==> src/cfg_slave_pkg.sv <==
//--------------------
// shared widths, encodings and channel structs for the AXI config slave
// referenced by scoped names from every RTL file
//--------------------
package cfg_slave_pkg;

   localparam int ID_W     = 4;
   localparam int NUM_IDS  = 16;   // one burst slot per ID
   localparam int ADDR_W   = 4;    // word address, wraps in the regfile
   localparam int NUM_REGS = 16;
   localparam int DATA_W   = 32;
   localparam int STRB_W   = 4;
   localparam int LEN_W    = 4;    // beats = len + 1
   localparam int CNT_W    = 5;    // beats remaining, up to 16

   localparam int REG_CTRL = 0;    // bit 0 is the core reset
   localparam int REG_PC   = 1;

   typedef enum logic [1:0] {
      RESP_OKAY   = 2'b00,
      RESP_SLVERR = 2'b10
   } axi_resp_e;

   typedef enum logic [1:0] {
      WR_IDLE,
      WR_BURST,
      WR_RESP
   } wr_state_e;

   typedef enum logic {
      RD_IDLE,
      RD_BURST
   } rd_state_e;

   //--------------------
   // channel payloads
   //--------------------
   typedef struct packed {
      logic [ID_W-1:0]   id;
      logic [ADDR_W-1:0] addr;
      logic [LEN_W-1:0]  len;
   } addr_req_t;

   typedef struct packed {
      logic [ID_W-1:0]   id;
      logic [DATA_W-1:0] data;
      logic [STRB_W-1:0] strb;
      logic              last;
   } w_beat_t;

   typedef struct packed {
      logic [ID_W-1:0] id;
      axi_resp_e       resp;
   } b_resp_t;

   typedef struct packed {
      logic [ID_W-1:0]   id;
      logic [DATA_W-1:0] data;
      axi_resp_e         resp;
      logic              last;
   } r_beat_t;

   // what a burst slot shows the engines
   typedef struct packed {
      logic              valid;
      logic [ADDR_W-1:0] addr;
      logic [CNT_W-1:0]  remaining;
   } slot_state_t;

endpackage

==> src/addr_accept.sv <==
//--------------------
// address channel acceptor, one per aw and ar
// loads the burst slot of the request ID one cycle after the handshake
//--------------------
module addr_accept (
   input  logic                                                  clk,
   input  logic                                                  reset_n,
   input  cfg_slave_pkg::addr_req_t                              req,
   input  logic                                                  req_valid,
   output logic                                                  req_ready,
   input  cfg_slave_pkg::slot_state_t [cfg_slave_pkg::NUM_IDS-1:0] slots,
   output logic [cfg_slave_pkg::NUM_IDS-1:0]                     load,
   output cfg_slave_pkg::addr_req_t                              load_req
);

   logic [cfg_slave_pkg::NUM_IDS-1:0] busy;
   logic                              fire;

   always_comb begin
      for (int i = 0; i < cfg_slave_pkg::NUM_IDS; i++) begin
         busy[i] = slots[i].valid;
      end
   end

   assign fire = req_valid && req_ready;

   // ready looks one cycle ahead, so skip the cycle after a handshake and the load cycle
   always_ff @(posedge clk or negedge reset_n) begin
      if (!reset_n) begin
         req_ready <= 1'b0;
         load      <= '0;
      end else begin
         req_ready <= req_valid && !busy[req.id] && !fire && (load == '0);
         load      <= fire ? (cfg_slave_pkg::NUM_IDS'(1) << req.id) : '0;
      end
   end

   always_ff @(posedge clk) begin
      if (fire) load_req <= req;  // payload only
   end

   // a busy slot must never be reloaded
   a_no_load_busy: assert property (@(posedge clk) disable iff (!reset_n)
      (load & busy) == '0);

endmodule

==> src/burst_slot.sv <==
//--------------------
// one pending burst for a single ID
// loaded by addr_accept, stepped and retired by an engine
//--------------------
module burst_slot (
   input  logic                       clk,
   input  logic                       reset_n,
   input  logic                       load,
   input  logic                       advance,
   input  logic                       clear,
   input  cfg_slave_pkg::addr_req_t   load_req,
   output cfg_slave_pkg::slot_state_t state
);

   //--------------------
   // valid flag
   //--------------------
   always_ff @(posedge clk or negedge reset_n) begin
      if (!reset_n) begin
         state.valid <= 1'b0;
      end else if (clear) begin
         state.valid <= 1'b0;
      end else if (load) begin
         state.valid <= 1'b1;
      end
   end

   //--------------------
   // address and beat count
   //--------------------
   always_ff @(posedge clk or negedge reset_n) begin
      if (!reset_n) begin
         state.addr      <= '0;
         state.remaining <= '0;
      end else if (load) begin
         state.addr      <= load_req.addr;
         state.remaining <= cfg_slave_pkg::CNT_W'(load_req.len) + 1'b1;
      end else if (advance) begin
         state.addr      <= state.addr + 1'b1;       // incr burst, wraps
         state.remaining <= state.remaining - 1'b1;
      end
   end

   a_adv_valid: assert property (@(posedge clk) disable iff (!reset_n)
      advance |-> state.valid);

   // an engine never steps past the captured length
   a_no_underflow: assert property (@(posedge clk) disable iff (!reset_n)
      advance |-> state.remaining != '0);

endmodule

==> src/write_engine.sv <==
//--------------------
// write data engine
// writes each w beat at its slot address and answers with a b response
//--------------------
module write_engine (
   input  logic                                                  clk,
   input  logic                                                  reset_n,
   input  cfg_slave_pkg::w_beat_t                                w,
   input  logic                                                  w_valid,
   output logic                                                  w_ready,
   output cfg_slave_pkg::b_resp_t                                b,
   output logic                                                  b_valid,
   input  logic                                                  b_ready,
   input  cfg_slave_pkg::slot_state_t [cfg_slave_pkg::NUM_IDS-1:0] slots,
   output logic [cfg_slave_pkg::NUM_IDS-1:0]                     advance,
   output logic [cfg_slave_pkg::NUM_IDS-1:0]                     clear,
   output logic                                                  reg_we,
   output logic [cfg_slave_pkg::ADDR_W-1:0]                      reg_idx,
   output logic [cfg_slave_pkg::DATA_W-1:0]                      reg_wdata,
   output logic [cfg_slave_pkg::STRB_W-1:0]                      reg_strb
);

   cfg_slave_pkg::wr_state_e          state;
   cfg_slave_pkg::slot_state_t        cur;
   logic [cfg_slave_pkg::ID_W-1:0]    burst_id;
   logic                              id_ok;
   logic                              accept;
   logic                              len_done;
   logic                              burst_end;

   assign cur = slots[w.id];

   // no interleaving inside a burst, nothing while a response waits
   assign id_ok = (state == cfg_slave_pkg::WR_IDLE) ||
                  (state == cfg_slave_pkg::WR_BURST && w.id == burst_id);

   assign w_ready   = w_valid && cur.valid && id_ok;
   assign accept    = w_valid && w_ready;
   assign len_done  = (cur.remaining == cfg_slave_pkg::CNT_W'(1));
   assign burst_end = w.last || len_done;   // whichever comes first

   always_comb begin
      advance = '0;
      clear   = '0;
      if (accept) begin
         advance[w.id] = 1'b1;
         clear[w.id]   = burst_end;
      end
   end

   // register write bundle
   assign reg_we    = accept;
   assign reg_idx   = cur.addr;
   assign reg_wdata = w.data;
   assign reg_strb  = w.strb;

   //--------------------
   // burst / response FSM
   //--------------------
   always_ff @(posedge clk or negedge reset_n) begin
      if (!reset_n) begin
         state    <= cfg_slave_pkg::WR_IDLE;
         burst_id <= '0;
      end else begin
         case (state)
            cfg_slave_pkg::WR_IDLE, cfg_slave_pkg::WR_BURST: begin
               if (accept) begin
                  burst_id <= w.id;
                  state    <= burst_end ? cfg_slave_pkg::WR_RESP : cfg_slave_pkg::WR_BURST;
               end
            end
            cfg_slave_pkg::WR_RESP: if (b_ready) state <= cfg_slave_pkg::WR_IDLE;
            default: state <= cfg_slave_pkg::WR_IDLE;
         endcase
      end
   end

   assign b_valid = (state == cfg_slave_pkg::WR_RESP);

   always_ff @(posedge clk) begin
      if (accept && burst_end) begin
         b.id   <= w.id;
         b.resp <= (w.last && len_done) ? cfg_slave_pkg::RESP_OKAY   // both ends agree
                                        : cfg_slave_pkg::RESP_SLVERR;
      end
   end

   a_b_stable: assert property (@(posedge clk) disable iff (!reset_n)
      b_valid && !b_ready |=> b_valid && $stable(b));

endmodule

==> src/read_engine.sv <==
//--------------------
// read data engine
// serves the lowest pending read slot, one word per accepted r beat
//--------------------
module read_engine (
   input  logic                                                  clk,
   input  logic                                                  reset_n,
   output cfg_slave_pkg::r_beat_t                                r,
   output logic                                                  r_valid,
   input  logic                                                  r_ready,
   input  cfg_slave_pkg::slot_state_t [cfg_slave_pkg::NUM_IDS-1:0] slots,
   output logic [cfg_slave_pkg::NUM_IDS-1:0]                     advance,
   output logic [cfg_slave_pkg::NUM_IDS-1:0]                     clear,
   output logic [cfg_slave_pkg::ADDR_W-1:0]                      reg_idx,
   input  logic [cfg_slave_pkg::DATA_W-1:0]                      reg_rdata
);

   cfg_slave_pkg::rd_state_e         state;
   logic [cfg_slave_pkg::ID_W-1:0]   cur_id;
   logic [cfg_slave_pkg::ID_W-1:0]   pick;
   logic [cfg_slave_pkg::ID_W-1:0]   sel_id;
   logic                             found;
   logic                             load_word;
   logic                             done;

   // lowest valid slot wins
   always_comb begin
      found = 1'b0;
      pick  = '0;
      for (int i = cfg_slave_pkg::NUM_IDS - 1; i >= 0; i--) begin
         if (slots[i].valid) begin
            found = 1'b1;
            pick  = cfg_slave_pkg::ID_W'(i);
         end
      end
   end

   assign sel_id    = (state == cfg_slave_pkg::RD_IDLE) ? pick : cur_id;
   assign reg_idx   = slots[sel_id].addr;   // slot addr already points at the next word
   assign load_word = (state == cfg_slave_pkg::RD_IDLE && found) ||
                      (state == cfg_slave_pkg::RD_BURST && r_ready && !r.last);
   assign done      = (state == cfg_slave_pkg::RD_BURST) && r_ready && r.last;

   always_comb begin
      advance         = '0;
      clear           = '0;
      advance[sel_id] = load_word;
      clear[cur_id]   = done;
   end

   //--------------------
   // FSM
   //--------------------
   always_ff @(posedge clk or negedge reset_n) begin
      if (!reset_n) begin
         state  <= cfg_slave_pkg::RD_IDLE;
         cur_id <= '0;
      end else begin
         case (state)
            cfg_slave_pkg::RD_IDLE: begin
               if (found) begin
                  state  <= cfg_slave_pkg::RD_BURST;
                  cur_id <= pick;
               end
            end
            default: if (done) state <= cfg_slave_pkg::RD_IDLE;  // one idle cycle follows
         endcase
      end
   end

   assign r_valid = (state == cfg_slave_pkg::RD_BURST);

   always_ff @(posedge clk) begin
      if (load_word) begin
         r.id   <= sel_id;
         r.data <= reg_rdata;
         r.resp <= cfg_slave_pkg::RESP_OKAY;
         r.last <= (slots[sel_id].remaining == cfg_slave_pkg::CNT_W'(1));
      end
   end

   a_r_stable: assert property (@(posedge clk) disable iff (!reset_n)
      r_valid && !r_ready |=> r_valid && $stable(r));

endmodule

==> src/cfg_regfile.sv <==
//--------------------
// configuration register file, byte writable, combinational read
// reg 0 bit 0 drives the core reset, reg 1 holds the reset PC
//--------------------
module cfg_regfile (
   input  logic                              clk,
   input  logic                              reset_n,
   input  logic                              we,
   input  logic [cfg_slave_pkg::ADDR_W-1:0]  wr_idx,
   input  logic [cfg_slave_pkg::DATA_W-1:0]  wdata,
   input  logic [cfg_slave_pkg::STRB_W-1:0]  strb,
   input  logic [cfg_slave_pkg::ADDR_W-1:0]  rd_idx,
   output logic [cfg_slave_pkg::DATA_W-1:0]  rdata,
   output logic                              core_reset,
   output logic [cfg_slave_pkg::DATA_W-1:0]  reset_pc
);

   logic [cfg_slave_pkg::DATA_W-1:0] regs [cfg_slave_pkg::NUM_REGS];
   logic                             rst_aged;   // core reset already seen for one cycle
   logic                             ctrl_wr;

   assign ctrl_wr = we && (wr_idx == cfg_slave_pkg::ADDR_W'(cfg_slave_pkg::REG_CTRL)) && strb[0];

   always_ff @(posedge clk or negedge reset_n) begin
      if (!reset_n) begin
         for (int i = 0; i < cfg_slave_pkg::NUM_REGS; i++) regs[i] <= '0;
         rst_aged <= 1'b0;
      end else begin
         if (we) begin
            for (int b = 0; b < cfg_slave_pkg::STRB_W; b++) begin
               if (strb[b]) regs[wr_idx][8*b +: 8] <= wdata[8*b +: 8];
            end
         end
         // self clear, core reset stays high for two cycles
         if (ctrl_wr) begin
            rst_aged <= 1'b0;
         end else if (regs[cfg_slave_pkg::REG_CTRL][0]) begin
            rst_aged <= !rst_aged;
            if (rst_aged) regs[cfg_slave_pkg::REG_CTRL][0] <= 1'b0;
         end
      end
   end

   assign rdata      = regs[rd_idx];
   assign core_reset = regs[cfg_slave_pkg::REG_CTRL][0];
   assign reset_pc   = regs[cfg_slave_pkg::REG_PC];

endmodule

==> src/axi_cfg_slave.sv <==
//--------------------
// AXI config slave top level
// per-ID burst slots for writes and reads around a small register file
//--------------------
module axi_cfg_slave (
   input  logic                             clk,
   input  logic                             reset_n,
   input  cfg_slave_pkg::addr_req_t         aw,
   input  logic                             aw_valid,
   output logic                             aw_ready,
   input  cfg_slave_pkg::w_beat_t           w,
   input  logic                             w_valid,
   output logic                             w_ready,
   output cfg_slave_pkg::b_resp_t           b,
   output logic                             b_valid,
   input  logic                             b_ready,
   input  cfg_slave_pkg::addr_req_t         ar,
   input  logic                             ar_valid,
   output logic                             ar_ready,
   output cfg_slave_pkg::r_beat_t           r,
   output logic                             r_valid,
   input  logic                             r_ready,
   output logic                             core_reset,
   output logic [cfg_slave_pkg::DATA_W-1:0] reset_pc
);

   cfg_slave_pkg::slot_state_t [cfg_slave_pkg::NUM_IDS-1:0] wr_slots, rd_slots;
   logic [cfg_slave_pkg::NUM_IDS-1:0] wr_load, wr_adv, wr_clr;
   logic [cfg_slave_pkg::NUM_IDS-1:0] rd_load, rd_adv, rd_clr;
   cfg_slave_pkg::addr_req_t          wr_load_req, rd_load_req;
   logic                              reg_we;
   logic [cfg_slave_pkg::ADDR_W-1:0]  reg_wr_idx, reg_rd_idx;
   logic [cfg_slave_pkg::DATA_W-1:0]  reg_wdata, reg_rdata;
   logic [cfg_slave_pkg::STRB_W-1:0]  reg_strb;

   //--------------------
   // write side
   //--------------------
   addr_accept u_aw_accept (.clk, .reset_n, .req(aw), .req_valid(aw_valid),
      .req_ready(aw_ready), .slots(wr_slots), .load(wr_load), .load_req(wr_load_req));

   for (genvar i = 0; i < cfg_slave_pkg::NUM_IDS; i++) begin : g_wr_slot
      burst_slot u_slot (.clk, .reset_n, .load(wr_load[i]), .advance(wr_adv[i]),
         .clear(wr_clr[i]), .load_req(wr_load_req), .state(wr_slots[i]));
   end

   write_engine u_wr_engine (.clk, .reset_n, .w, .w_valid, .w_ready, .b, .b_valid,
      .b_ready, .slots(wr_slots), .advance(wr_adv), .clear(wr_clr), .reg_we,
      .reg_idx(reg_wr_idx), .reg_wdata, .reg_strb);

   //--------------------
   // read side
   //--------------------
   addr_accept u_ar_accept (.clk, .reset_n, .req(ar), .req_valid(ar_valid),
      .req_ready(ar_ready), .slots(rd_slots), .load(rd_load), .load_req(rd_load_req));

   for (genvar i = 0; i < cfg_slave_pkg::NUM_IDS; i++) begin : g_rd_slot
      burst_slot u_slot (.clk, .reset_n, .load(rd_load[i]), .advance(rd_adv[i]),
         .clear(rd_clr[i]), .load_req(rd_load_req), .state(rd_slots[i]));
   end

   read_engine u_rd_engine (.clk, .reset_n, .r, .r_valid, .r_ready, .slots(rd_slots),
      .advance(rd_adv), .clear(rd_clr), .reg_idx(reg_rd_idx), .reg_rdata);

   cfg_regfile u_regfile (.clk, .reset_n, .we(reg_we), .wr_idx(reg_wr_idx),
      .wdata(reg_wdata), .strb(reg_strb), .rd_idx(reg_rd_idx), .rdata(reg_rdata),
      .core_reset, .reset_pc);

endmodule

==> config.mk <==
export PLATFORM = sky130hd
export DESIGN_NAME = axi_cfg_slave
export DESIGN_NICKNAME = d
export VERILOG_FILES = /design/src/cfg_slave_pkg.sv /design/src/addr_accept.sv /design/src/burst_slot.sv /design/src/write_engine.sv /design/src/read_engine.sv /design/src/cfg_regfile.sv /design/src/axi_cfg_slave.sv
export SDC_FILE = /design/constraint.sdc
export NUM_CORES = 2
export LEC_CHECK = 0
export BUFFER_PORTS_ARGS = -buffer_cell sky130_fd_sc_hd__buf_4
export CORE_MARGIN = 1
export CORE_UTILIZATION = 65
export DETAILED_ROUTE_END_ITERATION = 8
export PLACE_DENSITY = 0.95
export SKIP_CTS_REPAIR_TIMING = 1
export SLEW_MARGIN = 10
export SYNTH_ARGS = -nofsm -noshare
export SYNTH_HDL_FRONTEND = slang
export SYNTH_SLANG_ARGS = --single-unit
==> constraint.sdc <==
create_clock -name clk -period 5.3 [get_ports clk]
set_clock_uncertainty 0.05 [all_clocks]
set_input_delay 0.265 -clock clk [delete_from_list [all_inputs] [get_ports clk]]
set_output_delay 0.265 -clock clk [all_outputs]
set_load 0.01 [all_outputs]
==> run metrics <==
fmax=178 MHz; H-tree depth=3; root buffer cell=clkbuf_16; Critical Path RT=5520 ps; critical path peak fanout=30; dpl cells=5089; Antenna Violating Nets Remaining=0; failing checks=design-rule violations, negative setup slack; die height=271 µm; Crit. End Element=flip-flop; Hold Path Class=input pin to flip-flop; first-pass GRT wire length=227000 µm; Hold Vio Cnt, Final=0; reg2reg end=u_rd_engine.r[21]$_DFFE_PP_; Relative slew margins=0.139; status=finished with violations; I/O pin cnt=155; vias per cell=7.35; 1st-iter DRT viols=7201; worst-skew pair later-pin latency=740 ps; Total Power=34.6 mW; routed wire length=156000 µm; dominant synthesized flop cell=dfrtp_1; non-filler cells, final=5342; CTS tree=built; Vias=39300; reg2reg path depth=11; flop-to-flop setup slack=-300 ps; Synth async-reset ratio=0.938; Largest delay share family, worst path=compound AO/OA/AOI/OAI gates; share of the synthesized area in the top cell type=0.469; largest net degree at the start of global routing=176; Largest stage delay, worst path=730 ps; Final period util=1.06; count of buffers from port buffering=151; Yosys reg bits=936; num rows=98; Num CTS Buffers=95; WHS Path Cells=1; placer congestion estimate=0.957; Slew @ Worst Pin=1290 ps; most frequent cell on the critical path=nand4_1; dominant cell type by area after synthesis=dfrtp_1; Avg WL per Cell=29.2 µm; Warnings, synthesis=0; vias in the first global route=38800; fin area=52500 µm²; die area=73200 µm²; chain of cells forming the critical path=o21a_1 > nand4_1 > a32oi_1 > a22oi_1 > o211a_1 > or4_4 > buf_12 > buf_4 > and3_1 > o41ai_1 > nand4_1; # nets final=4444; final setup vio count=1; max-slew violations=0; Period minus WS final=5600 ps; Cell Area, Synth=46900 µm²; WHS Endpoint=u_wr_engine.b[3]$_DFFE_PP_; die width=271 µm; distinct cell type count after synthesis=76; GRT Total Usage=0.401; min-delay src=w[38]; Bufs on Longest Clock Path=3; top cells by area, synth=dfrtp_1, mux2_2, and3_1; clk sinks=936; # DRC=42; utilization after layout=0.735; Power per Cell Area=658 nW/µm²; first drt pass iteration count=9; Synth Instances=4268; leakage=24.2 nW; kind of critical path=flip-flop to flip-flop; Clock Pin Slew Worst Setup and Hold Paths=70 ps; core area=71500 µm²; DPL Wire Length=85000 µm; VDD IR-drop max=0.00187 V; Worst setup SP type=flip-flop; initial antenna violation count=10; Worst EP arrival=5830 ps; Post-synth EDFFs=58; worst setup margin=-304 ps; CP max-delay cell=o21a_1; Syn-to-layout area delta=12.0%; Placed Area=48400 µm²; sequential fraction of the synthesis area=0.506; setup TNS=-304 ps; gr ovfl total=0; syn_area_per_cell=11.0 µm²; Max-Cap Viols=0; Initial Util=0.656; layout cells sized above 1=0.221; worst reg2reg path startpoint=u_rd_engine.r_valid$_DFF_PN0_; Buffers & Inverters on Critical Path=2
## layout make-up
type                       instances  area, µm²
antenna                            5       12.5
clock buffer                     134       2730
clock inverter                    44        656
fill                            3919      19000
inverter                          80        300
multi-input combinational       2920      21500
sequential                       936      23700
tap                              950       1190
timing repair buffer             273       2440
## worst max-delay path by stage
| stage | end | start | cells after the start |
|---|---|---|---|
| after CTS | u_rd_engine.r[25]$_DFFE_PP_ | u_rd_engine.r_valid$_DFF_PN0_ | 12 |
| final | u_rd_engine.r[21]$_DFFE_PP_ | u_rd_engine.r_valid$_DFF_PN0_ | 11 |
| after floorplan | u_rd_engine.r[13]$_DFFE_PP_ | u_rd_engine.r_valid$_DFF_PN0_ | 15 |
| after global routing | u_rd_engine.r[21]$_DFFE_PP_ | u_rd_engine.r_valid$_DFF_PN0_ | 11 |
| after global placement | u_rd_engine.r[4]$_DFFE_PP_ | u_rd_engine.r_valid$_DFF_PN0_ | 11 |
| after detailed placement | u_rd_engine.r[21]$_DFFE_PP_ | u_rd_engine.r_valid$_DFF_PN0_ | 13 |
## registers in the layout (all words and copies together), names as in the netlist
name and flops:
u_ar_accept.req_ready 1, u_regfile.reset_pc 32, u_wr_engine.b 5, u_aw_accept.load_req 8
u_rd_engine.cur_id 4, u_ar_accept.load 16, u_aw_accept.load 16, g_wr_slot.u_slot.state 160
u_regfile.core_reset 1, g_rd_slot.u_slot.state 160, u_regfile.regs 479, u_wr_engine.state 2
u_regfile.rst_aged 1, u_rd_engine.r_valid 1, u_aw_accept.req_ready 1, u_wr_engine.burst_id 4
u_ar_accept.load_req 8, u_rd_engine.r 37
## power breakdown
group	total, mW	switching (mW)	leakage [nW]	internal, mW
Combinational	15.4	10.3	10.7	5.08
Sequential	11.8	2.21	11.8	9.59
Clock	7.35	3.14	1.65	4.22
## metal layers
metal | vias to the layer above | track usage | share of wire
met5 | - | 0 | 0.0012
met2 | 3858 | 0.605 | 0.44
met3 | 1263 | 0.144 | 0.15
met1 | 18800 | 0.494 | 0.33
li1 | 15300 | - | -
met4 | 14 | 0.246 | 0.083
## cell usage after synthesis, drive strengths merged (15+ instances only)
library cell and instances:
a211oi 67, a21oi 112, a311o 65, and2 18
and3 327, buf 78, clkbuf 256, dfrtp 878
edfxtp 58, ha 66, inv 80, mux2 551
mux2i 39, mux4 37, nand2 522, nand2b 15
nand3 42, nand4 82, nor2 217, nor3 74
nor4 42, o21ai 230, o22a 16, o41ai 65
xnor2 155, xor2 78
## stage by stage
stage	setup WS (ps)	hold WS (ps)
after global routing	-369	90.9
after detailed placement	534	348
after global placement	700	345
after floorplan	1810	-80.6
final	-304	89.1
after CTS	351	-344
## worst register-to-register path, delay by kind of cell, from the launching register on
family | cells | cell delay [ps]
AOI/OAI and AO/OA | 5 | 2070
DFF | 1 | 680
buffers and inverters | 2 | 500
and+or+nand+nor | 4 | 1900
## layout by cell type (no fill, tap or decap), types with 30 or more instances in the layout
cell / instances
ha_1: 66
inv_1: 76
xor2_1: 77
a311o_1: 65
dlygate4sd3_1: 70
nand4_1: 81
edfxtp_1: 58
nand3_1: 40
o41ai_2: 30
nor2_1: 214
nand2_1: 520
o41ai_1: 35
mux2i_1: 39
mux2_2: 495
mux2_1: 56
o21ai_0: 224
dfrtp_1: 878
nor3_1: 63
a21oi_1: 110
buf_4: 185
and3_1: 327
xnor2_1: 155
nor4_1: 39
a211oi_1: 67
mux4_2: 37
clkbuf_16: 97
## logic make-up after synthesis
kind of cell / share of synthesized area
XOR/XNOR: 0.0435
flip-flops: 0.506
AO/OA/AOI/OAI: 0.0922
other: 0.0000800
buffers and inverters: 0.0383
multiplexers: 0.158
AND/OR/NAND/NOR: 0.144
adder cells (fa/ha/maj): 0.0176
(Power assumes the default switching activity.)
